==> src/source/idct_pkg.sv <==
// idct_pkg: widths, image plane constants and bus structs shared by the IDCT block engine
package idct_pkg;

	localparam int BLOCK_DIM = 8;
	localparam int BLOCK_WORDS = BLOCK_DIM * BLOCK_DIM;
	localparam int IMAGE_WIDTH = 320;
	localparam int IMAGE_HEIGHT = 240;
	localparam int BLOCK_COLS = IMAGE_WIDTH / BLOCK_DIM; // 40
	localparam int BLOCK_ROWS = IMAGE_HEIGHT / BLOCK_DIM; // 30
	localparam int S_PRIME_BASE = 76800; // coefficients sit after the Y plane
	localparam int Y_WRITE_BASE = 0;
	localparam int SRAM_READ_LATENCY = 2;
	localparam int PASS1_SHIFT = 8;
	localparam int PASS2_SHIFT = 16;
	localparam int COEF_SCALE = 4096;

	typedef logic [17:0] sram_addr_t;
	typedef logic [15:0] sram_data_t;
	typedef logic [5:0] ram_addr_t;
	typedef logic signed [31:0] coef_t;
	typedef logic [7:0] pixel_t;

	typedef struct packed {
		logic [4:0] row;
		logic [5:0] col;
	} block_pos_t;

	typedef struct packed {
		sram_addr_t address;
		sram_data_t write_data;
		logic we_n;
	} sram_req_t;

	typedef struct packed {
		ram_addr_t addr;
		coef_t data;
		logic wren;
	} ram_wr_t;

	typedef struct packed {
		ram_addr_t addr_a;
		ram_addr_t addr_b;
	} ram_rd_t;

	typedef struct packed {
		coef_t q_a;
		coef_t q_b;
	} ram_q_t;

endpackage

==> src/source/block_ram.sv <==
// block_ram: 64x32 block RAM, one write port and two registered read ports
`timescale 1ns/1ps

module block_ram (
	input  logic CLOCK_50_I,
	input  idct_pkg::ram_wr_t wr,
	input  idct_pkg::ram_rd_t rd,
	output idct_pkg::ram_q_t q
);
	import idct_pkg::*;

	coef_t mem [BLOCK_WORDS];

	always_ff @(posedge CLOCK_50_I) begin
		if (wr.wren) begin
			mem[wr.addr] <= wr.data;
		end
		q.q_a <= mem[rd.addr_a]; // old data on a same-address write
		q.q_b <= mem[rd.addr_b];
	end

endmodule

==> config.mk <==
export PLATFORM = sky130hd
export DESIGN_NAME = block_ram
export DESIGN_NICKNAME = d
export VERILOG_FILES = /design/src/source/idct_pkg.sv /design/src/source/block_ram.sv
export SDC_FILE = /design/constraint.sdc
export NUM_CORES = 2
export LEC_CHECK = 0
export BUFFER_PORTS_ARGS = -buffer_cell sky130_fd_sc_hd__buf_2
export CAP_MARGIN = 15
export CORE_MARGIN = 2
export CORE_UTILIZATION = 30
export CTS_BUF_LIST = sky130_fd_sc_hd__clkbuf_16
export CTS_CLUSTER_DIAMETER = 80
export CTS_CLUSTER_SIZE = 24
export DETAILED_ROUTE_END_ITERATION = 10
export GPL_TIMING_DRIVEN = 0
export PLACE_DENSITY_LB_ADDON = 0.1
export RECOVER_POWER = 25
export REMOVE_ABC_BUFFERS = 1
export SETUP_SLACK_MARGIN = 0.4
export SLEW_MARGIN = 20
export SYNTH_ARGS = -nofsm -noshare
export SYNTH_HDL_FRONTEND = slang
export SYNTH_SLANG_ARGS = --single-unit
export TNS_END_PERCENT = 20
==> constraint.sdc <==
create_clock -name CLOCK_50_I -period 9.8 [get_ports CLOCK_50_I]
set_input_delay 1.96 -clock CLOCK_50_I [delete_from_list [all_inputs] [get_ports CLOCK_50_I]]
set_output_delay 1.96 -clock CLOCK_50_I [all_outputs]
set_load 0.03 [all_outputs]
After elaboration in Yosys (flattened, before gate mapping)
Memories as Yosys holds them, arrays and structs flattened. A register that Yosys moved wholly into a read port is not among the register bits.
Cells that the tools add are included.
Cells by class
  add/sub/neg operators: 0
  multiply operators: 0
  divide/modulo/power cells: 0
  order comparisons: 0
  eq/ne operators: 0
  shift operators: 0
  mux-type cells: 2
  bitwise logic cells: 0
  reduce and logical (&&, ||, !) cells: 0
Operators with widths (number)
  1-bit two-way mux: 2
Word-level totals
  bits in registers: 0
  bits in latches: 0
  bits in writable memories: 2048
  bits in read-only memories: 0
  input bits: 52
  output and inout port bits: 64
  memories: 1
Memory list
  mem: depth 64, width 32, rd ports 2, clocked after memory_dff 2, wr ports 1, line block_ram.sv:12  | coef_t mem [BLOCK_WORDS];

Longest topological paths before layout
  depth in word-level cells: 2
  depth in mapped cells: 10
  depth with buffers taken out: 5

Worst setup path before layout
No wires, ideal clock.
  kind: input-to-reg
  from: in wr[36] in the netlist's numbering
  to: mem mem[48][0] in the netlist's numbering (enable)
  setup time: 461 ps
  arrival time: 4690 ps
  required time: 9339 ps
  slack: 4649 ps
  stages: 4
  buffers on the path: 1
  cells stage by stage: clkbuf_1 > nor2b_1 > nand4b_1 > nor3_1
RTL lines
  start: declaration: line block_ram.sv:6  | input idct_pkg::ram_wr_t wr,
  end: declaration: line block_ram.sv:12
Straight into the memory's write port.

==> run summary <==
Via density: 5.59
Rows: 207
post-synthesis cell type count: 38
Seq cells post-synth: 2112
worst slew margin relative to its limit: -110%
vias in the first global route: 51600
number of synthesized flops with an enable pin: 2048
asr flop ratio synth: 0%
Yosys top cell by area: edfxtp_1
part of the power in registers: 54.3%
clk slew on worst S/H paths: 0.10 ns
post-route cell area: 111000 um^2
post-route core utilization: 35.0%
Crit Path Max Fanout: 58
met2 routed WL: 163 mm
root buf cell: clkbuf_16
grt total ovfl: 0
clock sink count: 2112
top-area cell type share of the netlist area: 64.3%
drt drc: 0
Final Hold Vio Count: 0
met1 wire length: 143 mm
first-pass iteration count of the detailed router: 5
Critical Path AT: 6.29 ns
top layer used by detailed routing: met5
DR WL met3: 18.8 mm
Setup TNS: 0 ns
switching fraction of total power: 25.2%
io pins: 116
RSZ-0062 raised after global routing: no
full die area: 323000 um^2
Mean Syn Cell Area: 21.7 um^2
Clock power frac: 36.1%
Detailed Place HPWL: 224 mm
share of cells above drive strength 1: 39.0%
Total GRT Usage: 20.4%
total number of vias: 49700
Skew-Pair Late Insertion Delay: 0.88 ns
Area Overhead vs Synth: 16.3%
Initial Util: 30.1%
Tmin final: 5.69 ns
H-tree depth: 4
Max Fclk: 0.176 GHz
combinational share of power: 9.7%
Core Area: 318000 um^2
failing checks: max-capacitance violations, max-slew violations
Final Max Tran Viols: 1888
Synth Cell Area: 95700 um^2
antenna violations before repair: 22
hold_buf cts: 0
CTS tree: built
CP max stage cell: nor2_1
first-pass GRT wire length: 453 mm
Post-Syn Instances: 4412
most frequent CP cell: buf_16
Power Density: 166 nW/um^2
Post-CTS Setup Repair Bufs: 0
switching power: 0.00467 W
most frequent cells in the layout: edfxtp_1, mux4_2, mux2i_1, clkbuf_16, buf_16
post-route ant nets: 0
Worst setup SP type: input pin
warnings from Yosys: 0
largest net degree at the start of global routing: 73
Die W: 569 um
Max Clock Skew: 0.0631 ns
Main synth FF type: edfxtp_1
Hold Path Class: reg -> reg
status: finished, violations left
final net count: 4638
crit-path max cell delay: 0.77 ns
Worst Max-Slew Pin Slew: 3.15 ns
leakage: 34.0 nW
internal power: 0.0138 W
I/O Buffers: 115
maximum root-to-sink buffer count: 4
Cell Chain, Critical Path: buf_8, buf_16, buf_16, buf_16, buf_16, nand3_1, o221ai_1, a21oi_2, nor2_1, o22ai_1
# setup viols final: 0
total CTS buffers: 148
post_cts resized: 0
Worst Path Buf+Inv: 5
Peak supply drop: 0.115 mV
Worst EP required: 10.40 ns
sequential area share after synthesis: 65.6%
crit path kind: in -> reg
hold_ws: 0.917 ns
Initial DRC Count: 5214
CP endpoint kind: flop
fin crit share: 58.1%
DR WL/cell: 37.4 um
Largest delay share family, worst path: simple AND/OR/NAND/NOR gates
routability congestion estimate: 0.748
maxcap violations: 29
die height: 569 um
DRT Wirelength: 332 mm
synth top area cells: edfxtp_1, mux4_2, mux2i_1
leading cell type in the layout, fill and taps excluded: edfxtp_1
DP Area: 106000 um^2
==> cells by family (layout without fill, tap and decap cells) <==
family,after synthesis,after routing,share of synthesized area [%]
buffers and inverters,348,629,1.83
other,0,10,0
and+or+nand+nor,248,248,1.13
DFF,2112,2112,65.6
AOI/OAI and AO/OA,340,340,2.39
muxes,1364,1364,29.0
==> state kept, by name, indices dropped and copies added, names as in the netlist <==
| register | count |
|---|---|
| mem | 2048 |
| q | 64 |
==> worst min-delay path, stage by stage (launching register included) <==
cell and delay [ns]:
edfxtp_1 0.34, mux4_2 0.23, mux4_2 0.22, a22oi_1 0.06, nand2_1 0.07
==> power by group through the flow <==
stage	registers, W	logic (W)	clock network, W
after global routing	0.0101	0.00189	0.00719
final	0.0100	0.00179	0.00668
after floorplan	0.0103	0.000722	0
after global placement	0.0102	0.00235	0
after detailed placement	0.0102	0.00182	0
after CTS	0.0100	0.00182	0.00690
==> through the flow <==
step           total power, W  cells  setup slack [ns]
4_1_cts                0.0188   8871              3.97
2_1_floorplan          0.0110   4065              4.79
6_report               0.0185   8883              4.11
5_1_grt                0.0191   8876              4.00
3_3_place_gp           0.0126   8360            -12.93
3_5_place_dp           0.0121   8614              3.07
==> final timing paths <==
check | from | slack (ns) | end | cells past startpoint
hold / removal | mem[2][18] | 0.92 | q[18] | 4
setup reg to reg | mem[0][29] | 6.89 | q[29] | 4
setup / recovery | rd[7] | 4.11 | q[61] | 10
hold reg to reg | mem[2][18] | 0.92 | q[18] | 4
==> area by class of cell <==
class	instances	area, um^2
clock inverters	105	1110
repair buffers	371	6570
diodes	10	25.0
multi-input cells	1952	31700
fillers	29200	206000
clock buffers	152	3800
well taps	4180	5230
inverters	1	3.75
flip-flops and latches	2112	62800
==> synthesized netlist by cell type, drive strengths merged (2+ instances only) <==
library cell and n:
or3 2, nor2b 19, o32a 9, o22ai 56, nor2 94, edfxtp 2048, mux2i 204, nand2 93
a32oi 9, a221oi 13, o21ai 49, buf 212, dfxtp 64, clkbuf 135, nand4 2, nand2b 8
mux4 1124, nor3 3, a211oi 15, o211ai 27, or3b 2, o221ai 16, mux2 36, nand3 9
a21oi 58, nand3b 6, or2 3, and2 6, a22oi 85
==> per-layer routing <==
layer	vias up	GRT usage [%]
met1	28100	28.1
li1	19800	-
met4	2	4.36
met2	1488	33.8
met3	288	3.14
met5	-	0.402
No activity file was read; power rests on OpenSTA's default activity.
