<file path="config.mk">
export PLATFORM = sky130hd
export DESIGN_NAME = pixel_writer
export DESIGN_NICKNAME = d
export VERILOG_FILES = /design/src/source/idct_pkg.sv /design/src/source/pixel_writer.sv
export SDC_FILE = /design/constraint.sdc
export NUM_CORES = 1
export LEC_CHECK = 0
export ABC_CLOCK_PERIOD_IN_PS = 3350
export BUFFER_PORTS_ARGS = -buffer_cell sky130_fd_sc_hd__buf_2
export CAP_MARGIN = 10
export CORE_ASPECT_RATIO = 0.8
export CORE_UTILIZATION = 25
export CTS_CLUSTER_SIZE = 12
export DETAILED_ROUTE_END_ITERATION = 7
export PLACE_DENSITY_LB_ADDON = 0.3
export SETUP_SLACK_MARGIN = 0.4
export SYNTH_ARGS = -nofsm -noshare
export SYNTH_HDL_FRONTEND = slang
export SYNTH_SLANG_ARGS = --single-unit
</file>
<file path="constraint.sdc">
create_clock -name CLOCK_50_I -period 3.35 [get_ports CLOCK_50_I]
set_clock_uncertainty 0.2 [all_clocks]
set_input_delay 0.1675 -clock CLOCK_50_I [delete_from_list [all_inputs] [get_ports CLOCK_50_I]]
set_output_delay 0.1675 -clock CLOCK_50_I [all_outputs]
set_load 0.005 [all_outputs]
</file>
<file path="src/source/idct_pkg.sv">
// idct_pkg: widths, image plane constants and bus structs shared by the IDCT block engine
package idct_pkg;

	localparam int BLOCK_DIM = 8;
	localparam int BLOCK_WORDS = BLOCK_DIM * BLOCK_DIM;
	localparam int IMAGE_WIDTH = 320;
	localparam int IMAGE_HEIGHT = 240;
	localparam int BLOCK_COLS = IMAGE_WIDTH / BLOCK_DIM; // 40
	localparam int BLOCK_ROWS = IMAGE_HEIGHT / BLOCK_DIM; // 30
	localparam int S_PRIME_BASE = 76800; // coefficients sit after the Y plane
	localparam int Y_WRITE_BASE = 0;
	localparam int SRAM_READ_LATENCY = 2;
	localparam int PASS1_SHIFT = 8;
	localparam int PASS2_SHIFT = 16;
	localparam int COEF_SCALE = 4096;

	typedef logic [17:0] sram_addr_t;
	typedef logic [15:0] sram_data_t;
	typedef logic [5:0] ram_addr_t;
	typedef logic signed [31:0] coef_t;
	typedef logic [7:0] pixel_t;

	typedef struct packed {
		logic [4:0] row;
		logic [5:0] col;
	} block_pos_t;

	typedef struct packed {
		sram_addr_t address;
		sram_data_t write_data;
		logic we_n;
	} sram_req_t;

	typedef struct packed {
		ram_addr_t addr;
		coef_t data;
		logic wren;
	} ram_wr_t;

	typedef struct packed {
		ram_addr_t addr_a;
		ram_addr_t addr_b;
	} ram_rd_t;

	typedef struct packed {
		coef_t q_a;
		coef_t q_b;
	} ram_q_t;

endpackage

</file>
<file path="src/source/pixel_writer.sv">
// pixel_writer: pairs row-major pixels into 16-bit words and writes them to the Y plane
`timescale 1ns/1ps

module pixel_writer (
	input  logic CLOCK_50_I,
	input  logic resetn,
	input  idct_pkg::block_pos_t pos,
	input  idct_pkg::pixel_t pix,
	input  logic pix_valid,
	output idct_pkg::sram_req_t write_req,
	output logic block_written
);
	import idct_pkg::*;

	logic odd; // next strobe carries the odd pixel
	logic [4:0] word_cnt;
	pixel_t even_pix;
	logic we_n;
	sram_addr_t wr_addr;
	sram_data_t wr_data;

	assign write_req = '{address: wr_addr, write_data: wr_data, we_n: we_n};

	always_ff @(posedge CLOCK_50_I or negedge resetn) begin
		if (!resetn) begin
			odd <= 1'b0;
			word_cnt <= '0;
			we_n <= 1'b1;
			block_written <= 1'b0;
		end else begin
			we_n <= !(pix_valid && odd);
			block_written <= pix_valid && odd && word_cnt == 5'd31;
			if (pix_valid) begin
				odd <= !odd;
				if (odd) begin
					word_cnt <= word_cnt + 5'd1; // wraps for the next block
				end
			end
		end
	end

	always_ff @(posedge CLOCK_50_I) begin
		if (pix_valid && !odd) begin
			even_pix <= pix;
		end
		if (pix_valid && odd) begin
			wr_data <= {even_pix, pix};
			wr_addr <= sram_addr_t'(Y_WRITE_BASE
				+ int'(pos.row) * BLOCK_DIM * IMAGE_WIDTH / 2 + int'(pos.col) * BLOCK_DIM / 2
				+ int'(word_cnt[4:2]) * IMAGE_WIDTH / 2 + int'(word_cnt[1:0]));
		end
	end

endmodule

</file>
-- Word level (Yosys, flattened, before mapping)
Cells that the tools add are included.
- bits in registers: 50
- add/sub/neg operators: 4
- eq/ne operators: 1
- reductions and logical operators: 6
- multipliers: 2
- operators with widths (kind ; number):
    17-bit by 11-bit adder with 18-bit output ; 1
    18-bit by 2-bit adder with 18-bit output ; 1
    16-bit by 8-bit adder with 17-bit output ; 1
    5-bit by 3-bit multiplier with 8-bit output, second input constant ; 1
    3-bit by 3-bit multiplier with 6-bit output, second input constant ; 1
    5-bit by 1-bit adder with 5-bit output, second input constant ; 1
    5-bit equality test, second input constant ; 1
    1-bit logical AND ; 3
    1-bit logical NOT ; 2
    2-bit AND reduction ; 1

-- Longest topological paths before layout
- depth in word-level cells: 4
- gate-level depth with buffers: 8
- mapped depth without buffers: 8

-- Worst setup path before layout
No wires, ideal clock.
- path kind: register -> register
- start point: register word_cnt[2]
- end point: register wr_addr[11] (data pin)
- stages on the path, launching flop included: 9
- path slack: 907 ps
- arrival: 2108 ps
- required time: 3015 ps
- period minus slack after synthesis: 2443 ps
- setup time: 135 ps
- cells stage by stage: dfrtp_1 ha_1 ha_1 ha_1 ha_1 o21a_1 o31a_1 or4b_1 nand3_1
- longest elaborated chain between the ends: 3
- ends and longest elaborated chain (item ; line ; RTL):
    start: declaration ; pixel_writer.sv:16 ; logic [4:0] word_cnt;
    start signal: assignment ; pixel_writer.sv:36 ; word_cnt <= word_cnt + 5'd1;
    3-bit by 3-bit multiplier with 6-bit output ; pixel_writer.sv:50 ; + int'(word_cnt[4:2]) * IMAGE_WIDTH / 2 + int'(word_cnt[1:0]));
    17-bit by 11-bit adder with 18-bit output ; pixel_writer.sv:50 ;
    18-bit by 2-bit adder with 18-bit output ; pixel_writer.sv:50 ;
    end signal: assignment ; pixel_writer.sv:48 ; wr_addr <= sram_addr_t'(Y_WRITE_BASE
    end: declaration ; pixel_writer.sv:19 ; sram_addr_t wr_addr;
No other way between the ends.
A chain may end at the register's enable or synchronous reset.

-- Final worst setup path
Ends and elaborated chain as after synthesis.

==> flow_metrics.py <==
metrics = {
    "run_status": {
        "outcome": "complete, no violations",
    },
    "route": {
        "firstDrtPassIters": 4,
        "drt_wl_total_um": 3595,
        "routed_wire_length_per_instance_um": 11.38,
        "number_of_remaining_drc_errors": 0,
        "ant_nets": 0,
        "route.vias.total": 1230,
        "routed_via_density": 3.892,
        "drt-initial-drc-count": 48,
    },
    "timing": {
        "final.min_clock_period_ps": 2585,
        "unrepaired_setup_endpoints_after_global_routing": "false",
        "finalCritPeriodShare_pct": 77.16,
        "setup_total_negative_slack_ps": 0,
        "timing.slew.headroom_pct": 50.18,
        "fmax_mhz": 386.9,
        "final-setup-viol-count": 0,
        "report.final.slew_viol_count": 0,
        "final_hold_violation_count": 0,
        "worst-slew-pin-transition_ps": 745.7,
    },
    "synth": {
        "yosys.cell_types.count": 31,
        "yosysMostFrequentCell": "edfxtp_1",
        "post_synthesis_cell_type_with_the_largest_combined_area": "edfxtp_1",
        "yosys.area.top_type_share_pct": 59.06,
        "async_flop_share_pct": 16.33,
        "synth.avg_cell_area_um2": 16.16,
        "yosys-top-cells-area": "edfxtp_1 59%, ha_1 10%, dfrtp_1 8.4%, xnor2_1 3.8%, fa_1 1.9%",
        "synth_common_cells": "41 x edfxtp_1, 17 x ha_1, 9 x xnor2_1",
        "seq_area_frac_synth_pct": 68.73,
        "synth-edff-count": 41,
        "syn_area_um2": 2084,
        "syn-instance-count": 129,
        "ys.warnings.count": 0,
        "synth_ff_type": "edfxtp_1",
        "ys_seq_elements": 49,
    },
    "floorplan": {
        "floorplan.rows": 29,
        "initial_core_util_pct": 25.99,
        "fp.dieH_um": 83.67,
        "die_x_um": 104.1,
        "coreArea_um2": 8019,
        "boundaryPins": 58,
        "design.die.area_um2": 8709,
    },
    "cts": {
        "buffers_from_clock_root_to_sink_at_most": 2,
        "htree_num_levels": 2,
        "cts_setup_buffers": 0,
        "clk-insertion-delay-late_ps": 300,
        "cts_root_buffer": "clkbuf_8",
        "cts_hold_buffers": 14,
        "tritoncts": "yes",
        "postCtsResizedCells": 0,
        "tritoncts.num_buffers": 5,
        "path_clk_slew_ps": 90,
        "cts.sinks": 49,
    },
    "cells_and_area": {
        "post_synthesis_to_final_layout_area_growth_pct": 31.03,
        "drive_gt1_share_pct": 33.17,
        "regArea_um2": 1433,
        "antenna_cells": 0,
        "fillers": 793,
        "utilization_pct": 34.06,
        "finish.net_count": 248,
        "area_occupied_by_multi_input_gates_um2": 618.1,
    },
    "pwr": {
        "combinationalPowerShare_pct": 33.8,
        "clkPwrFrac_pct": 17.5,
        "power_leakage_uw": 0.001144,
        "netSwitchingPower_uw": 613.9,
        "vdd.ir_drop.worst_v": 0.0001887,
        "power_report.internal_total_uw": 1346,
        "power.sequential.fraction_pct": 48.7,
        "p_sw_share_pct": 31.32,
        "power.density_cell_area_nw_per_um2": 717.6,
    },
    "global_route": {
        "first_pass_grt_wire_length_um": 5892,
        "grt_max_degree": 22,
        "grt_antenna_before_repair": 0,
        "grt_overflow_total": 0,
        "grt_use_total_pct": 8.871,
        "grt_pass1_vias": 1182,
    },
    "setup_path": {
        "timing.rr.start": "word_cnt[2]",
        "crit_type": "register to register",
        "r2r_cells": 8,
        "timing.reg2reg.setup_slack_ps": 770,
        "timing.critical_path.from_type": "register",
        "endpoint_kind": "register",
        "critPathArrivalTime_ps": 2550,
        "critical_path.reg2reg.endpoint": "wr_addr[11]",
        "required_ps": 3320,
        "worst-path-max-fanout": 5,
    },
    "place": {
        "portBuffers": 56,
        "gp_congestion": 0.7521,
        "detailedPlacementHpwl_um": 2648,
    },
    "job": {
        "max-cap-violations": 0,
    },
    "hold_path": {
        "end_point_of_the_worst_hold_path": "wr_addr[15]",
        "hold_class": "input port to register",
        "timing.hold.worst.start": "pos[10]",
        "hold_path_depth": 3,
    },
}
[cell type report]
cell class,instances,area share (%)
clock buffer,6,2.657
timing repair buffer,72,15.94
clock inverter,2,0.5497
multi-input combinational,73,22.63
tap,108,4.947
inverter,6,0.8246
sequential,49,52.45
[cell usage in the layout, fill, tap and decap left out, types with 5 or more instances in the layout]
cell,n
o21ai_0,5
xnor2_1,9
dlygate4sd3_1,14
a21oi_1,5
inv_1,6
dfrtp_1,7
ha_1,17
clkbuf_8,5
edfxtp_1,41
buf_2,56
[kinds of logic after synthesis]
group           after synthesis  synth area share (%)
xor+xnor                     12                 5.042
buf+inv                       8                 1.800
fa+ha+maj                    19                 12.12
mux                           3                 1.561
simple gates                 19                 5.161
other cells                   1                0.1799
flops                        49                 68.73
compound gates               18                 5.402
[per-stage QoR]
stage / setup slack (ps) / hold WS, ps / cell area [um^2] / instances / total power (uW)
after CTS: 757.0 / 27.15 / 2731 / 316 / 1995
final: 765.2 / 34.79 / 2731 / 316 / 1960
after detailed placement: 768.0 / -179.6 / 2504 / 294 / 1632
after global placement: 787.4 / -178.2 / 2504 / 294 / 1622
after floorplan: 907.0 / -328.1 / 2088 / 130 / 1401
after global routing: 650.0 / 27.52 / 2731 / 316 / 2109
[sequential cells by signal, indices dropped and copies added, names as in the netlist]
signal,flops
wr_addr,17
wr_data,16
word_cnt,5
block_written,1
we_n,1
odd,1
even_pix,8
[power groups by stage]
stage / combinational [uW] / clock (uW) / sequential, uW
floorplan: 425 / 0 / 975
global placement: 654 / 0 / 968
CTS: 675 / 361 / 959
finish: 662 / 343 / 955
global route: 744 / 387 / 977
detailed placement: 660 / 0 / 972
[how the worst max path moves through the flow]
| stage | from | to | slack [ps] |
|---|---|---|---|
| 2_1_floorplan | word_cnt[2] | wr_addr[11] | 910 |
| 3_3_place_gp | word_cnt[2] | wr_addr[15] | 790 |
| 3_5_place_dp | word_cnt[2] | wr_addr[15] | 770 |
| 6_report | word_cnt[2] | wr_addr[11] | 770 |
| 5_1_grt | word_cnt[2] | wr_addr[13] | 650 |
| 4_1_cts | word_cnt[2] | wr_addr[15] | 760 |
[critical path: stages, from the launching register on]
cell and delay, ps:
dfrtp_1 450, ha_1 220, ha_1 170, ha_1 270, ha_1 320, o21a_1 120, o31a_1 130, or4b_1 480
nand3_1 100
[routing by layer]
layer / global-route usage, % / part of all wire, %
met5: 0 / 0
met2: 13.88 / 48
met1: 11.33 / 48
met4: 3.896 / 0.95
met3: 2.732 / 3.3
Power figures use the tool's default switching activity.
