File: config.mk
export PLATFORM = sky130hd
export DESIGN_NAME = block_fetch
export DESIGN_NICKNAME = d
export VERILOG_FILES = /design/src/source/idct_pkg.sv /design/src/source/block_fetch.sv
export SDC_FILE = /design/constraint.sdc
export NUM_CORES = 1
export LEC_CHECK = 0
export ABC_AREA = 1
export BUFFER_PORTS_ARGS = -buffer_cell sky130_fd_sc_hd__buf_2
export CAP_MARGIN = 20
export CORE_MARGIN = 3
export CORE_UTILIZATION = 45
export CTS_BUF_LIST = sky130_fd_sc_hd__clkbuf_4 sky130_fd_sc_hd__clkbuf_8
export CTS_CLUSTER_DIAMETER = 50
export DETAILED_ROUTE_END_ITERATION = 10
export GPL_TIMING_DRIVEN = 1
export PLACE_DENSITY_LB_ADDON = 0.12
export RECOVER_POWER = 25
export SETUP_SLACK_MARGIN = 0.05
export SYNTH_ARGS = -nofsm -noshare
export SYNTH_HDL_FRONTEND = slang
export SYNTH_SLANG_ARGS = --single-unit
File: constraint.sdc
create_clock -name CLOCK_50_I -period 3.4 [get_ports CLOCK_50_I]
set_input_delay 0.68 -clock CLOCK_50_I [delete_from_list [all_inputs] [get_ports CLOCK_50_I]]
set_output_delay 0.68 -clock CLOCK_50_I [all_outputs]
set_load 0.1 [all_outputs]
File: src/source/idct_pkg.sv
// idct_pkg: widths, image plane constants and bus structs shared by the IDCT block engine
package idct_pkg;

	localparam int BLOCK_DIM = 8;
	localparam int BLOCK_WORDS = BLOCK_DIM * BLOCK_DIM;
	localparam int IMAGE_WIDTH = 320;
	localparam int IMAGE_HEIGHT = 240;
	localparam int BLOCK_COLS = IMAGE_WIDTH / BLOCK_DIM; // 40
	localparam int BLOCK_ROWS = IMAGE_HEIGHT / BLOCK_DIM; // 30
	localparam int S_PRIME_BASE = 76800; // coefficients sit after the Y plane
	localparam int Y_WRITE_BASE = 0;
	localparam int SRAM_READ_LATENCY = 2;
	localparam int PASS1_SHIFT = 8;
	localparam int PASS2_SHIFT = 16;
	localparam int COEF_SCALE = 4096;

	typedef logic [17:0] sram_addr_t;
	typedef logic [15:0] sram_data_t;
	typedef logic [5:0] ram_addr_t;
	typedef logic signed [31:0] coef_t;
	typedef logic [7:0] pixel_t;

	typedef struct packed {
		logic [4:0] row;
		logic [5:0] col;
	} block_pos_t;

	typedef struct packed {
		sram_addr_t address;
		sram_data_t write_data;
		logic we_n;
	} sram_req_t;

	typedef struct packed {
		ram_addr_t addr;
		coef_t data;
		logic wren;
	} ram_wr_t;

	typedef struct packed {
		ram_addr_t addr_a;
		ram_addr_t addr_b;
	} ram_rd_t;

	typedef struct packed {
		coef_t q_a;
		coef_t q_b;
	} ram_q_t;

endpackage

File: src/source/block_fetch.sv
// block_fetch: reads the 64 coefficients of a block from SRAM into the S' block RAM
`timescale 1ns/1ps

module block_fetch (
	input  logic CLOCK_50_I,
	input  logic resetn,
	input  logic fetch_go,
	input  idct_pkg::block_pos_t pos,
	input  idct_pkg::sram_data_t sram_read_data,
	output idct_pkg::sram_req_t fetch_req,
	output idct_pkg::ram_wr_t s_wr,
	output logic fetch_done
);
	import idct_pkg::*;

	logic active;
	ram_addr_t cnt; // element r*8 + c
	logic [SRAM_READ_LATENCY-1:0] vld_dly;
	ram_addr_t addr_dly [SRAM_READ_LATENCY];
	logic wr_en;
	ram_addr_t wr_addr;
	coef_t wr_data;

	assign fetch_req.address = sram_addr_t'(S_PRIME_BASE
		+ int'(pos.row) * BLOCK_DIM * IMAGE_WIDTH + int'(pos.col) * BLOCK_DIM
		+ int'(cnt[5:3]) * IMAGE_WIDTH + int'(cnt[2:0]));
	assign fetch_req.write_data = '0;
	assign fetch_req.we_n = 1'b1; // reads only
	assign s_wr = '{addr: wr_addr, data: wr_data, wren: wr_en};

	always_ff @(posedge CLOCK_50_I or negedge resetn) begin
		if (!resetn) begin
			active <= 1'b0;
			cnt <= '0;
			vld_dly <= '0;
			wr_en <= 1'b0;
			fetch_done <= 1'b0;
		end else begin
			if (fetch_go) begin
				active <= 1'b1;
				cnt <= '0;
			end else if (active) begin
				cnt <= cnt + 6'd1;
				if (cnt == 6'd63) begin
					active <= 1'b0;
				end
			end
			vld_dly <= {vld_dly[SRAM_READ_LATENCY-2:0], active};
			wr_en <= vld_dly[SRAM_READ_LATENCY-1];
			fetch_done <= vld_dly[SRAM_READ_LATENCY-1] && addr_dly[SRAM_READ_LATENCY-1] == 6'd63;
		end
	end

	always_ff @(posedge CLOCK_50_I) begin
		addr_dly[0] <= cnt;
		for (int n = 1; n < SRAM_READ_LATENCY; n++) begin
			addr_dly[n] <= addr_dly[n-1];
		end
		wr_addr <= addr_dly[SRAM_READ_LATENCY-1]; // lines up with returning data
		wr_data <= {{16{sram_read_data[15]}}, sram_read_data};
	end

endmodule

Word level (Yosys, flattened, before mapping). Memories as Yosys holds them, arrays and structs flattened. Cells that the tools add are included.

Register bits: 33. Bits in latches: 0. RAM bits: 12. Bits in read-only memories: 0. Output and inout port bits: 75. Memories kept: 1.

Memory list: addr_dly (depth 2, bits a word 6, read ports 2, clocked after memory_dff 0, wr ports 2, RTL line block_fetch.sv:19) `ram_addr_t addr_dly [SRAM_READ_LATENCY];`.

$add $sub $neg: 5. Multipliers: 2. Div/mod/pow operators: 0. Order comparisons: 0. Eq/ne operators: 2. Shift operators: 0. Muxes and demuxes: 5. Bitwise gates (word level): 0. Reductions and logical operators: 2.

Operators by type and width (number): 17-bit by 17-bit adder with 18-bit output, first input constant (1); 18-bit by 12-bit adder with 18-bit output (1); 18-bit by 3-bit adder with 18-bit output (1); 18-bit by 9-bit adder with 18-bit output (1); 6-bit == test, second input constant (2); 6-bit 2-to-1 mux (2); 5-bit by 3-bit multiplier with 8-bit output, second input constant (1); 6-bit by 1-bit adder with 6-bit output, second input constant (1); 3-bit by 3-bit multiplier with 6-bit output, second input constant (1); 1-bit 2-to-1 mux (3); 2-bit nonzero test (1); 1-bit logical AND (1).

Depth between registers and ports, before layout.
Depth in word-level cells: 5. Gate-level depth with buffers: 15. Depth with buffers taken out: 15.

Worst setup path after synthesis. Ideal clock, no wire load.

Kind: input-to-output. From: input pos[7] in the netlist's numbering. To: output fetch_req[34] in the netlist's numbering. Arrival: 4273 ps. Required time: 2720 ps. Setup slack: -1553 ps. Stages: 10. Buffers on the path: 0. Cell sequence: ha_1 -> ha_1 -> inv_1 -> fa_1 -> xnor2_1 -> ha_1 -> inv_1 -> o21ai_0 -> a31oi_1 -> o21ai_0.

RTL lines: start: declaration (RTL line block_fetch.sv:8) `input idct_pkg::block_pos_t pos,`; end: declaration (RTL line block_fetch.sv:10) `output idct_pkg::sram_req_t fetch_req,`.

==> reports/summary.log <==
[critical_path] CP arrival 2.77 ns
[clocking] maximum level of the CTS H-tree 2
[cells_and_area] number of fill cells 362
[floorplanning] # IOs 105
[worst_hold_path] depth of the worst hold-timing path 0
[logic_synthesis] sequential fraction of the synthesis area 45.26%
[drt] Via Count 1568
[place] final weighted congestion of routability-driven global placement 0.7849
[grt] pin count of the biggest net entering global routing 18
[cells_and_area] proportion of layout cells with a drive suffix above 1 50.17%
[floorplanning] Die Y-Extent 74.51 µm
[sta] max frequency 290.0 MHz
[critical_path] CP max-delay cell dfrtp_1
[critical_path] slack of the worst reg-to-reg path 2.29 ns
[critical_path] end of the worst register-to-register path cnt[5]$_DFFE_PN0P_
[logic_synthesis] Syn Inst Count 220
[critical_path] required time of the worst setup path 2.72 ns
[clocking] number of clock sinks 45
[floorplanning] area of the die 5552 µm²
[logic_synthesis] synthesized area 2112 µm²
[status] outcome complete, but fails checks
[drt] DR vias/cell 4.417
[grt] all-layer global routing usage 13.51%
[drt] first-iteration detailed-routing DRC count 52
[logic_synthesis] FF+latch count, synth 45
[floorplanning] number of standard-cell rows in the floorplan 24
[floorplanning] Starting Density 47.52%
[drt] detailed-router iteration count before antenna repair 4
[sta] setup repair after global routing missed its margin true
[power] sequential power share 31.3%
[logic_synthesis] library cells used by synthesis 23
[critical_path] crit-path max FO 4
[cells_and_area] combined flip-flop and latch cell area 955.9 µm²
[place] IO Port Bufs 81
[logic_synthesis] Post-Synthesis Mean Instance Area 9.600 µm²
[power] Worst IR Drop VDD 0.0003890 V
[power] Leak Pwr 1.545 nW
[clocking] number of clock buffers inserted by TritonCTS 5
[power] PwrDens 592.0 nW/µm²
[clocking] CTS tree done
[sta] Final Max Tran Viols 0
[sta] min cycle time layout 3.449 ns
[clocking] root buffer selected by CTS clkbuf_8
[sta] crit share post-route 101.4%
[grt] total overflow reported by the global router 0
[clocking] Post-CTS Hold Fix Bufs 0
[drt] final routed DRC violation total 0
[drt] mean routed wirelength per cell 10.90 µm
[grt] first-pass GRT wire length 5.885 mm
[sta] number of setup violations in the final report 5
[place] Placed Cells incl. Taps 341
[power] fraction of power spent switching nets 46.43%
[grt] number of antenna violations at the first check in global routing 0
[drt] number of nets with antenna violations after detailed routing 0
[sta] relative slew slack 61.90%
[worst_hold_path] kind of path behind the tightest hold check reg2reg
[cells_and_area] nets 358
[clocking] Clk pin slew, worst setup/hold paths 0.07 ns
[critical_path] Reg-to-Reg Start active$_DFF_PN0_
[power] internal power 0.0009593 W
[place] half-perimeter wire length after placement 3.137 mm
[critical_path] critical path, cell by cell ha_2 > ha_4 > ha_4 > inv_2 > ha_4 > inv_2 > ha_4 > a21oi_4 > nand2_4 > nand2_2 > nand2_2 > a21oi_4 > xor2_4 > buf_12
[critical_path] category of the worst setup path launch point flop
[floorplanning] Placeable Area 4444 µm²
[power] share of power burned in combinational logic 51.2%
[drt] total length of routed wires 3.869 mm
[cells_and_area] Area Overhead vs Synth 43.25%
[worst_hold_path] origin of the worst min-delay path addr_dly[0][5]$_DFF_P_
[cells_and_area] total inserted antenna cells 0
[critical_path] kind of critical path reg2out
[sta] transition time at the pin with the least slew margin 0.5714 ns
[power] clock network power share 17.4%
[critical_path] Worst Path Buf+Inv 3
[critical_path] Crit. End Element primary output
[cells_and_area] area of the multi-input gates 1115 µm²
[critical_path] Critical Path Most Common Cell ha_4
[critical_path] crit-path max cell delay 0.39 ns
[logic_synthesis] Yosys Warn Count 0
[sta] number of endpoints with negative hold slack in the final report 0
[status] violated checks negative setup slack
[critical_path] number of cells traversed by the worst register-to-register path 5
[floorplanning] Die Wd 74.51 µm
[clocking] insertion delay of the later-clocked pin in the worst-skew pair 0.29 ns
[sta] final setup TNS -0.1676 ns
[sta] worst clock skew 0.008676 ns
[power] reported net switching power 0.0008316 W
[cells_and_area] post-route insts no fill 355
[job] total of max-cap violations 0
[clocking] maximum count of clock buffers along a single path 2
[sta] Worst Slack Setup Final -0.04868 ns
[grt] number of global-route vias before repair 1396
[worst_hold_path] Hold Crit Endpoint addr_dly[0][11]$_DFF_P_
[critical_path] CP top delay family adder cells
## what timing repair did
action / in CTS / in global routing
gates cloned: 0 / 0
buffers inserted: 2 / 4
pin swaps: 12 / 4
setup endpoints to repair: 6 / 7
gates resized for setup: 16 / 8
## per-stage QoR
stage / utilization [%] / power, W / hold slack [ns] / area (µm²) / worst slack (ns)
5_1_grt: 68.07 / 0.001871 / 0.3358 / 3025 / -0.2048
3_3_place_gp: 62.81 / 0.001464 / 0.3102 / 2791 / -0.09587
3_5_place_dp: 62.81 / 0.001471 / 0.3136 / 2791 / -0.1517
2_1_floorplan: - / 0.001299 / 0.3096 / 2404 / -0.05683
6_report: 68.07 / 0.001791 / 0.3280 / 3025 / -0.04868
4_1_cts: 66.47 / 0.001801 / 0.2388 / 2954 / -0.04307
## cells in the mapped netlist
library cell / n / area (µm²)
a41oi_1: 1 / 8.760
a21oi_1: 7 / 35.03
dfrtp_1: 11 / 275.3
nor2_2: 2 / 12.51
dfxtp_1: 34 / 680.7
nand2_1: 29 / 108.9
o21ai_0: 6 / 30.03
inv_1: 29 / 108.9
conb_1: 2 / 7.510
nor3_1: 1 / 5.000
a21oi_2: 1 / 8.760
nand4_1: 2 / 12.51
fa_1: 2 / 40.04
nand3_1: 9 / 45.04
ha_1: 24 / 300.3
nand3_2: 1 / 10.01
a31oi_1: 2 / 12.51
xor2_1: 5 / 43.79
nor2_1: 6 / 22.52
xnor2_1: 3 / 26.28
nand2_2: 2 / 12.51
buf_4: 40 / 300.3
o21ai_1: 1 / 5.000
## how the worst max path moves through the flow
stage                       startpoint       endpoint  slack, ns  cells after the start
floorplan                       pos[7]  fetch_req[34]      -0.06                     10
global placement                pos[7]  fetch_req[34]       -0.1                     13
detailed placement              pos[9]  fetch_req[34]      -0.15                     13
CTS                 cnt[3]$_DFFE_PN0P_  fetch_req[30]      -0.04                     14
global route        cnt[5]$_DFFE_PN0P_  fetch_req[33]      -0.20                     16
finish              cnt[5]$_DFFE_PN0P_  fetch_req[30]      -0.05                     14
## routing by layer
metal | GRT usage [%] | routed length, µm | vias up
met1 | 16.51 | 1587 | 694
met4 | 4.545 | 30 | 0
met5 | 0 | 0 | -
met3 | 3.108 | 300 | 5
met2 | 23.41 | 1950 | 71
li1 | - | - | 798
## cells in the final DEF (no fill, tap or decap), types with 9 or more instances in the layout
cell and instances:
buf_2 70, dfxtp_1 34, inv_1 24, nand2_1 20, conb_1 17, buf_4 16, ha_1 13, dfrtp_1 11
ha_4 9
## sequential cells by signal, summed over array words and instances, names as in the netlist
| register | count |
|---|---|
| addr_dly | 12 |
| wr_en | 1 |
| wr_data | 16 |
| wr_addr | 6 |
| cnt | 6 |
| vld_dly | 2 |
| active | 1 |
| fetch_done | 1 |
## cell families (layout without fill, tap and decap cells)
logic type	Yosys count	in the layout	share of synthesized area [%]
buffers and inverters	69	137	19.37
AOI/OAI and AO/OA	18	18	4.739
DFF	45	45	45.26
adders and majority gates	26	26	16.11
other	2	17	0.3556
xor gates and xnor gates	8	8	3.318
and+or+nand+nor	52	52	10.84
## power groups by stage
| stage | Clock, W | Sequential [W] | Combinational (W) |
|---|---|---|---|
| after global placement | 0 | 0.000572 | 0.000891 |
| after detailed placement | 0 | 0.000574 | 0.000897 |
| after global routing | 0.000346 | 0.000564 | 0.000961 |
| after floorplan | 0 | 0.000669 | 0.000630 |
| after CTS | 0.000321 | 0.000562 | 0.000918 |
| final | 0.000312 | 0.000561 | 0.000917 |
## final cells by class
class,count,area share [%]
Sequential cell,45,31.60
Inverter,29,3.598
Clock buffer,6,2.523
Multi-Input combinational cell,121,36.85
Clock inverter,2,0.3309
Timing Repair Buffer,100,22.95
Tap cell,52,2.151
No activity file was read; power rests on OpenSTA's default activity.
