**src/source/idct_pkg.sv**
```systemverilog
// idct_pkg: widths, image plane constants and bus structs shared by the IDCT block engine
package idct_pkg;

	localparam int BLOCK_DIM = 8;
	localparam int BLOCK_WORDS = BLOCK_DIM * BLOCK_DIM;
	localparam int IMAGE_WIDTH = 320;
	localparam int IMAGE_HEIGHT = 240;
	localparam int BLOCK_COLS = IMAGE_WIDTH / BLOCK_DIM; // 40
	localparam int BLOCK_ROWS = IMAGE_HEIGHT / BLOCK_DIM; // 30
	localparam int S_PRIME_BASE = 76800; // coefficients sit after the Y plane
	localparam int Y_WRITE_BASE = 0;
	localparam int SRAM_READ_LATENCY = 2;
	localparam int PASS1_SHIFT = 8;
	localparam int PASS2_SHIFT = 16;
	localparam int COEF_SCALE = 4096;

	typedef logic [17:0] sram_addr_t;
	typedef logic [15:0] sram_data_t;
	typedef logic [5:0] ram_addr_t;
	typedef logic signed [31:0] coef_t;
	typedef logic [7:0] pixel_t;

	typedef struct packed {
		logic [4:0] row;
		logic [5:0] col;
	} block_pos_t;

	typedef struct packed {
		sram_addr_t address;
		sram_data_t write_data;
		logic we_n;
	} sram_req_t;

	typedef struct packed {
		ram_addr_t addr;
		coef_t data;
		logic wren;
	} ram_wr_t;

	typedef struct packed {
		ram_addr_t addr_a;
		ram_addr_t addr_b;
	} ram_rd_t;

	typedef struct packed {
		coef_t q_a;
		coef_t q_b;
	} ram_q_t;

endpackage

```
**src/source/dct_coeff_rom.sv**
```systemverilog
// dct_coeff_rom: constant 8x8 DCT basis matrix C with two registered read ports
`timescale 1ns/1ps

module dct_coeff_rom (
	input  logic CLOCK_50_I,
	input  idct_pkg::ram_rd_t rd,
	output idct_pkg::ram_q_t q
);
	import idct_pkg::*;

	// C[r][c] = COEF_SCALE * a(c) * cos((2r+1) c pi/16), entry r*8 + c
	function automatic coef_t coef_entry(input ram_addr_t idx);
		logic [6:0] ang;
		logic [3:0] fold;
		logic neg;
		coef_t mag;
		ang = 7'({idx[5:3], 1'b1}) * 7'(idx[2:0]); // in steps of pi/16
		neg = ang[4] ^ ang[3]; // second and third quadrant
		fold = ang[3] ? (4'd0 - ang[3:0]) : ang[3:0];
		case (fold)
			4'd0: mag = 32'sd1448; // only the DC column, sqrt(1/8) scaling
			4'd1: mag = 32'sd2009;
			4'd2: mag = 32'sd1892;
			4'd3: mag = 32'sd1703;
			4'd4: mag = 32'sd1448;
			4'd5: mag = 32'sd1138;
			4'd6: mag = 32'sd784;
			4'd7: mag = 32'sd400;
			default: mag = '0;
		endcase
		return neg ? -mag : mag;
	endfunction

	always_ff @(posedge CLOCK_50_I) begin
		q <= '{q_a: coef_entry(rd.addr_a), q_b: coef_entry(rd.addr_b)};
	end

endmodule

```
**config.mk**
```make
export PLATFORM = sky130hd
export DESIGN_NAME = dct_coeff_rom
export DESIGN_NICKNAME = d
export VERILOG_FILES = /design/src/source/idct_pkg.sv /design/src/source/dct_coeff_rom.sv
export SDC_FILE = /design/constraint.sdc
export NUM_CORES = 1
export LEC_CHECK = 0
export BUFFER_PORTS_ARGS = -buffer_cell sky130_fd_sc_hd__buf_2
export CAP_MARGIN = 10
export CORE_MARGIN = 2
export CORE_UTILIZATION = 30
export CTS_BUF_LIST = sky130_fd_sc_hd__clkbuf_16
export DETAILED_ROUTE_END_ITERATION = 8
export GPL_ROUTABILITY_DRIVEN = 1
export PLACE_DENSITY = 0.51
export SLEW_MARGIN = 20
export SYNTH_ARGS = -nofsm -noshare
export SYNTH_HDL_FRONTEND = slang
export SYNTH_SLANG_ARGS = --single-unit
```
**constraint.sdc**
```tcl
create_clock -name CLOCK_50_I -period 7.7 [get_ports CLOCK_50_I]
set_clock_uncertainty 0.2 [all_clocks]
set_input_delay 1.155 -clock CLOCK_50_I [delete_from_list [all_inputs] [get_ports CLOCK_50_I]]
set_output_delay 1.155 -clock CLOCK_50_I [all_outputs]
set_load 0.01 [all_outputs]
```
### Word level (Yosys, flattened, before mapping)

Memories as Yosys holds them, arrays and structs flattened.
Cells that the tools add are included.

* multiplexer cells: 6
* bitwise operators: 2
* add/subtract/negate cells: 4
* multipliers: 2

Operators with widths (number)
* $mux W32: 4
* $neg A32 Y32: 2
* $mul A4 B3 Y5: 2
* $mux W4: 2
* $sub A1 B4 Y4 const A: 2
* $xor A1 B1 Y1: 2

* memories kept: 2
* ROM bits: 176
* bits in registers: 64
* output and inout port bits: 64
* word-level logic and storage cells: 18

Memories
* (name not given): words 8, bits a word 11, read ports 1, clocked after memory_dff 0, wr ports 0, line dct_coeff_rom.sv:20 `case (fold)`
* (name not given): words 8, bits a word 11, read ports 1, clocked after memory_dff 0, wr ports 0, line dct_coeff_rom.sv:20

### Depth between registers and ports, before layout

Gate-level depths: netlist of run 1.
An unclocked memory read counts as a cell.

* depth in word-level cells: 7
* depth in mapped cells: 19
* gate-level depth less buffers: 16

### Worst setup path before layout of run 1

Ideal clock, no wire load.

* path type: input to register
* from: input rd[0] (netlist bit)
* to: register q[10] (netlist bit)
* stages: 18
* arrival: 4652 ps
* path slack: 2724 ps
* buffers on the path: 3
* path through: clkbuf_1 clkbuf_1 nand2_1 fa_1 inv_1 ha_1 fa_1 buf_2 nand2_1 xnor2_1 ha_1 nand2_1 a21o_1 ha_1 and2_1 ha_1 nand2_1 o21ai_0

* word-level cells in the longest chain between the ends: 7
* elaborated cells on any way between the ends: 8
* those cells by class: add/sub (2); mul (1); mux (3); bitwise (1); memory (1)

RTL lines
* start: declaration: line dct_coeff_rom.sv:6 `input idct_pkg::ram_rd_t rd,`
* $mul A4 B3 Y5 *: line dct_coeff_rom.sv:17 `ang = 7'({idx[5:3], 1'b1}) * 7'(idx[2:0]);`
* $sub A1 B4 Y4: line dct_coeff_rom.sv:19 `fold = ang[3] ? (4'd0 - ang[3:0]) : ang[3:0];`
* $mux W4: line dct_coeff_rom.sv:19
* $mem_v2 Z8 W11
* $mux W32: line dct_coeff_rom.sv:20
* $neg A32 Y32: line dct_coeff_rom.sv:31 `return neg ? -mag : mag;`
* $mux W32 *: line dct_coeff_rom.sv:31
* end signal: assignment: line dct_coeff_rom.sv:35 `q <= '{q_a: coef_entry(rd.addr_a), q_b: coef_entry(rd.addr_b)};`
* end: declaration: line dct_coeff_rom.sv:7 `output idct_pkg::ram_q_t q`

Every way passes the cells marked *; elsewhere a longest branch is shown, timed or not.

### Worst setup path after layout of run 1

* from: input rd[0] (netlist bit)
* to: register q[8] (netlist bit)

Same word-level chain as after synthesis.

==> results.ini, run 1 <==
[clock_tree]
cts_tree=yes
clkSinkCount=42
hold_buffers=0
cts_max_path_buffers=2
cts_resized=0
cts_setup_buffers=0
numCtsBuffers=5
clk_pin_slew_ps=60
cts_root_buf=clkbuf_16
htree_num_levels=2

[layout]
area_delta_synth_final_pct=19.3
top_register=q
largest_register_ffs=42
fillerInstances=809
multi_input_area_um2=1270
nets=357
finalNonFillerCells=425
reg_top3=q: 42 flops
antenna_cells=0
regArea_um2=841
design_area_um2=2840
drive_gt1_share_pct=28.2

[sta]
tightest_slew_ps=726
slew_headroom_pct=51.6
min_period_ps=4880
grt_setup_unrepaired=no
hold_violations=0
whs_ps=1060
setup_slack_ps=2820
final.period_utilization_pct=63.3
setup_viol=0
clock.fmax_mhz=205
drv_slew=0
fin_tns_setup_ps=0

[global_route]
use_met3_pct=1.85
use_met2_pct=16.3
grt_pass1_wl_um=7670
grt_util_met1_pct=15.6
gr-total-overflow=0
grt.total_usage_pct=11.0
antenna_found_initial=0
top_usage_layer=met2
grt_pass1_vias=1677
grt_max_degree=26

[floorplan]
chipHeight_um=93.1
io_pins=77
die_w_um=93.1
row_count=32
core_um2=7690
start_util_pct=31.0
dieArea_um2=8660

[setup_path]
cp-end-kind=flop
crit_cells=17
cp-start-kind=input pin
endpoint=q[8]
arrival_ps=4870
critPathMaxStageDelay_ps=760
crit_required_ps=7700
cp_cell_sequence=buf_2 -> nand2_1 -> fa_1 -> inv_1 -> ha_1 -> fa_1 -> nand2_1 -> xnor2_1 -> ha_1 -> nand2_1 -> a21o_1 -> ha_1 -> and2_1 -> nand2b_1 -> inv_1 -> o21ai_0 -> o31ai_1
crit_fanout=20
critical_path.top_delay_family=adder cells
cp_num_buf_inv=3
slowest_stage=fa_1
cp-startpoint=rd[0]
critPathKind=in2reg

[synthesis]
yosysUniqueCellTypes=36
synth_edf_count=0
netlist.top_cell.by_area=dfxtp_1
synth-seq-cells=42
syn_nets=306
synthDominantCellAreaShare_pct=35.3
syn_inst=271
yosys_warnings=0
syn_area_um2=2380
syn_avg_cell_area_um2=8.78
synthFlopType=dfxtp_1
ys_top_cells_by_area=dfxtp_1 35%, ha_1 8.4%, buf_4 6.9%, nand2_1 5.2%, fa_1 5.0%
ys_async_sr_fraction_pct=0
ys_seq_area_share_pct=35.3

[placement]
io_buffers=76
globalplace.congestion=0.761
place_ws_ps=2320
placedCellCount=417
place_hpwl_um=3440
postPlaceCellArea_um2=2690

[route]
antenna_left=0
viasPerCell=4.24
routedWlPerCell_um=10.7
drt_iter0_drc=83
firstDrtPassIters=4
routed_wl_um=4530
num_vias=1800
route.detailed.drc=0

[min_path]
hold_class=in2reg

[pwr]
p_leak_nw=1.43
pwr_density_cell_nw_per_um2=406
vdd_ir_drop_max_mv=0.108

[run]
cap_violations=0

[run_status]
status=completed

cell families (layout without fill, tap and decap cells):
logic type      after synthesis  in the layout  share of synthesized area, %
simple gates                 90             90                          17.7
buf+inv                      53            105                          12.0
flops                        42             42                          35.3
compound gates               35             35                          8.99
xor+xnor                     25             25                          10.8
fa+ha+maj                    22             22                          13.5
mux                           4              4                          1.74
cell usage in the layout (no fill, tap or decap), types with 3 or more instances in the layout:
cell and n:
buf_2 76, dfxtp_1 42, nand2_1 33, nor2_1 23
inv_1 21, ha_1 16, o21ai_0 14, nor2b_1 11
xnor2_1 10, xor2_1 10, a21oi_1 8, nor3_1 6
fa_1 6, and2_1 5, clkbuf_16 5, nand2b_1 4
a21o_1 4, nand3_1 3, mux2i_1 3
cells in the mapped netlist (2+ instances only):
cell type	instances
a21o_1	4
a21oi_1	8
and2_1	5
buf_2	3
buf_4	22
clkbuf_1	8
dfxtp_1	42
fa_1	6
ha_1	16
inv_1	20
mux2i_1	3
nand2_1	33
nand2b_1	4
nand3_1	3
nor2_1	23
nor2b_1	11
nor3_1	7
o21ai_0	14
xnor2_1	10
xnor2_2	3
xor2_1	10
xor2_2	2
report_power, final:
group / leakage (nW) / switching, mW / internal [mW]
Combinational: 0.999 / 0.336 / 0.252
Sequential: 0.354 / 0.0367 / 0.334
Clock: 0.0724 / 0.0778 / 0.117
routing by layer:
metal  share of wire, %  wire length [um]
met4                1.6                73
met1                 51              2310
met2                 42              1910
met3                5.1               230
met5                  0                 0
worst min path at each step:
| stage | startpoint | end | slack, ps | cells past startpoint |
|---|---|---|---|---|
| floorplan | rd[6] | q[49] | 1140 | 2 |
| global placement | rd[6] | q[32] | 1350 | 3 |
| detailed placement | q[6] | q[6] | 1350 | 1 |
| CTS | rd[6] | q[32] | 1050 | 3 |
| global route | rd[6] | q[32] | 1090 | 3 |
| finish | rd[6] | q[32] | 1060 | 3 |
metrics by stage:
stage	utilization (%)	power, mW
2_1_floorplan	-	0.830
3_3_place_gp	34.9	0.965
3_5_place_dp	34.9	0.969
4_1_cts	36.7	1.17
5_1_grt	36.9	1.26
6_report	36.9	1.15
final cells by class:
class | count | share of cell area [%]
Sequential cell | 42 | 29.6
Clock buffer | 5 | 4.41
Clock inverter | 3 | 0.441
Multi-Input combinational cell | 176 | 44.7
Tap cell | 102 | 4.50
Timing Repair Buffer | 77 | 13.7
Inverter | 20 | 2.64
Note: power is estimated with default switching activity, not from simulation.
==> inputs of run 2 (changes only) <==
Clock period 7.7 ns to 4.8 ns, I/O delays scaled along.
==> results.ini, run 2 (same netlist as run 1, synthesis figures left out) <==
[layout]
design_area_um2=2950
antenna_cells=0
layout_commonest_cell=buf_2
drive_gt1_share_pct=30.3
final_cell_mix=76 x buf_2, 42 x dfxtp_1, 33 x nand2_1, 23 x nor2_1, 20 x inv_1
nets=367
reg_top3=q: 42 flops
top_register=q
area_delta_synth_final_pct=23.9
largest_register_ffs=42

[clock_tree]
clkSinkCount=42
clk_pin_slew_ps=60
hold_buffers=0
cts_max_path_buffers=2
cts_tree=yes
numCtsBuffers=5
htree_num_levels=2
cts_root_buf=clkbuf_16
cts_setup_buffers=0
cts_resized=0

[sta]
grt_setup_unrepaired=no
min_period_ps=4030
drv_slew=0
fin_tns_setup_ps=0
slew_headroom_pct=66.6
setup_viol=0
setup_slack_ps=766
final.period_utilization_pct=84.0
tightest_slew_ps=497
hold_violations=0
clock.fmax_mhz=248

[route]
viasPerCell=4.18
route.detailed.drc=0
firstDrtPassIters=4
routed.top_layer=met4
drt_iter0_drc=58
met2_length_um=1900
num_vias=1820
routed_wl_um=4600
antenna_left=0
routedWlPerCell_um=10.6
wl_met3_um=284
wl_met1_um=2340

[pwr]
p_clk_share_pct=21.3
comb_power_share_pct=49.2
vdd_ir_drop_max_mv=0.158
p_switching_mw=0.731
sw_frac_of_total_pct=36.6
seqPwrFrac_pct=29.5
p_leak_nw=1.49
intPower_mw=1.27
fin_total_pwr_mw=2.00
pwr_density_cell_nw_per_um2=678

[placement]
globalplace.congestion=0.777
place_ws_ps=473
place_hpwl_um=3620
postPlaceCellArea_um2=2760
io_buffers=76

[global_route]
grt_pass1_vias=1630
antenna_found_initial=0
grt_pass1_wl_um=7570
grt_max_degree=19
gr-total-overflow=0
grt.total_usage_pct=10.9

[setup_path]
crit_required_ps=4790
cp-start-kind=input pin
crit_fanout=8
critPathKind=in2reg
cp-end-kind=flop
arrival_ps=4020

[floorplan]
row_count=32
chipHeight_um=93.1
start_util_pct=31.0
die_w_um=93.1
io_pins=77
core_um2=7690
dieArea_um2=8660

[min_path]
hold_class=in2reg

[run_status]
status=completed

[run]
cap_violations=0

## run 2: layout make-up
cell class / count / area, um2
sequential: 42 / 841
fill: 835 / 4740
clock buffer: 5 / 125
inverter: 20 / 75.1
multi-input combinational: 176 / 1250
tap: 102 / 128
clock inverter: 3 / 63.8
timing repair buffer: 87 / 463
## run 2: layer usage
| layer | vias up | GRT usage, % |
|---|---|---|
| li1 | 963 | - |
| met1 | 789 | 15.6 |
| met2 | 63 | 15.8 |
| met3 | 5 | 2.26 |
| met4 | 0 | 4.66 |
| met5 | - | 0 |
## run 2: path summary, 6_finish.rpt
check                  from    end  slack [ps]  cells after the start
worst max-delay path  rd[1]   q[8]         770                     17
worst min-delay path  rd[6]  q[32]         640                      3
## run 2: power groups by stage
| stage | Clock, mW | Sequential [mW] | Combinational [mW] |
|---|---|---|---|
| 2_1_floorplan | 0 | 0.701 | 0.631 |
| 3_3_place_gp | 0 | 0.601 | 0.996 |
| 3_5_place_dp | 0 | 0.601 | 0.997 |
| 4_1_cts | 0.437 | 0.595 | 1.00 |
| 5_1_grt | 0.452 | 0.615 | 1.10 |
| 6_report | 0.425 | 0.590 | 0.985 |
## run 2: metrics by stage
stage,cells,hold WS (ps),util (%)
2_1_floorplan,271,707,-
3_3_place_gp,427,914,35.9
3_5_place_dp,427,915,35.9
4_1_cts,435,634,38.4
5_1_grt,435,664,38.4
6_report,435,640,38.4
## run 2: critical path, stage by stage
cell and delay (ps):
buf_2 170, nand2_1 90, fa_1 500, inv_1 40
ha_1 200, fa_1 500, nand2_1 70, xnor2_1 420
ha_1 260, nand2_1 50, a21o_1 190, ha_1 200
and2_1 160, nand2b_1 210, inv_1 90, o21ai_0 70
o31ai_1 60
==> inputs of run 3 (changes only) <==
Clock period 4.8 ns to 4.2 ns, I/O delays scaled along.
==> results.ini, run 3 (same netlist as run 1, synthesis figures left out) <==
[setup_path]
crit_fanout=8
critPathMaxStageDelay_ps=590
slowest_stage=fa_1
crit_required_ps=4210
arrival_ps=3780
crit_cells=15
cp_num_buf_inv=2
cp_cell_sequence=buf_2 -> nand2_1 -> fa_1 -> inv_1 -> ha_1 -> fa_1 -> nand2_1 -> xnor2_2 -> ha_1 -> nand2_1 -> a21o_1 -> ha_1 -> a21oi_1 -> mux2_2 -> a21oi_1
cp-end-kind=flop
critical_path.top_delay_family=adder cells
cp-start-kind=input pin
critPathKind=in2reg
endpoint=q[4]
cp-startpoint=rd[1]

[global_route]
grt_pass1_wl_um=7670
grt_max_degree=20
gr-total-overflow=0
grt_util_met1_pct=15.0
top_usage_layer=met2
use_met3_pct=2.26
antenna_found_initial=0
grt_pass1_vias=1681
grt.total_usage_pct=11.2
use_met2_pct=17.2

[sta]
grt_setup_unrepaired=no
tightest_slew_ps=406
setup_viol=0
fin_tns_setup_ps=0
slew_headroom_pct=72.9
drv_slew=0
min_period_ps=3770
hold_violations=0
clock.fmax_mhz=265
final.period_utilization_pct=89.8

[layout]
fillerInstances=796
top_register=q
antenna_cells=0
drive_gt1_share_pct=31.5
final_core_util_pct=38.6
final_cell_mix=76 x buf_2, 42 x dfxtp_1, 33 x nand2_1, 23 x nor2_1, 21 x inv_1
area_delta_synth_final_pct=24.6
reg_top3=q: 42 flops
layout_commonest_cell=buf_2
largest_register_ffs=42
nets=371

[route]
routedWlPerCell_um=10.6
firstDrtPassIters=5
route.detailed.drc=0
num_vias=1842
antenna_left=0
routed_wl_um=4640
viasPerCell=4.20
drt_iter0_drc=35

[floorplan]
row_count=32
core_um2=7690
io_pins=77
chipHeight_um=93.1
die_w_um=93.1
dieArea_um2=8660
start_util_pct=31.0

[clock_tree]
hold_buffers=0
clk_pin_slew_ps=60
cts_setup_buffers=0
cts_root_buf=clkbuf_16
cts_tree=yes
htree_num_levels=2
clkSinkCount=42
cts_max_path_buffers=2
numCtsBuffers=5
cts_resized=0

[pwr]
vdd_ir_drop_max_mv=0.214
pwr_density_cell_nw_per_um2=755
p_leak_nw=1.51

[run_status]
status=completed

[run]
cap_violations=0

[min_path]
hold_class=in2reg

[placement]
place_hpwl_um=3640
globalplace.congestion=0.787
io_buffers=76

[run 3: how the worst min path moves through the flow]
stage               start  cells past startpoint  endpoint  slack [ps]
detailed placement   q[5]                      1      q[5]         820
global route        rd[6]                      4     q[32]         660
finish              rd[6]                      4     q[32]         610
global placement     q[5]                      1      q[5]         820
floorplan           rd[6]                      2     q[49]         620
CTS                 rd[6]                      4     q[32]         610
[run 3: per-layer routing]
layer  wire [um]  vias to the layer above
met5           0                        -
met4          91                        0
met3         286                        5
li1            -                      970
met2        1930                       62
met1        2330                      805
[run 3: power breakdown]
part / switching, mW / internal (mW)
combinational: 0.619 / 0.510
sequential: 0.0664 / 0.611
clock: 0.153 / 0.278
[run 3: final cells by class]
cell class	count	area (um2)	area share (%)
inverter	20	75.1	2.53
sequential	42	841	28.4
timing repair buffer	91	493	16.6
multi-input combinational	176	1260	42.5
clock buffer	5	125	4.22
tap	102	128	4.31
clock inverter	3	41.3	1.39
[run 3: through the flow]
step / hold WS (ps) / instance area [um2] / instances / total power, mW / worst slack, ps
detailed placement: 824 / 2800 / 431 / 1.84 / 166
finish: 608 / 2960 / 439 / 2.24 / 430
global route: 661 / 2960 / 439 / 2.44 / 215
floorplan: 617 / 2390 / 271 / 1.52 / 4.43
global placement: 823 / 2800 / 431 / 1.84 / 219
CTS: 607 / 2960 / 439 / 2.29 / 450
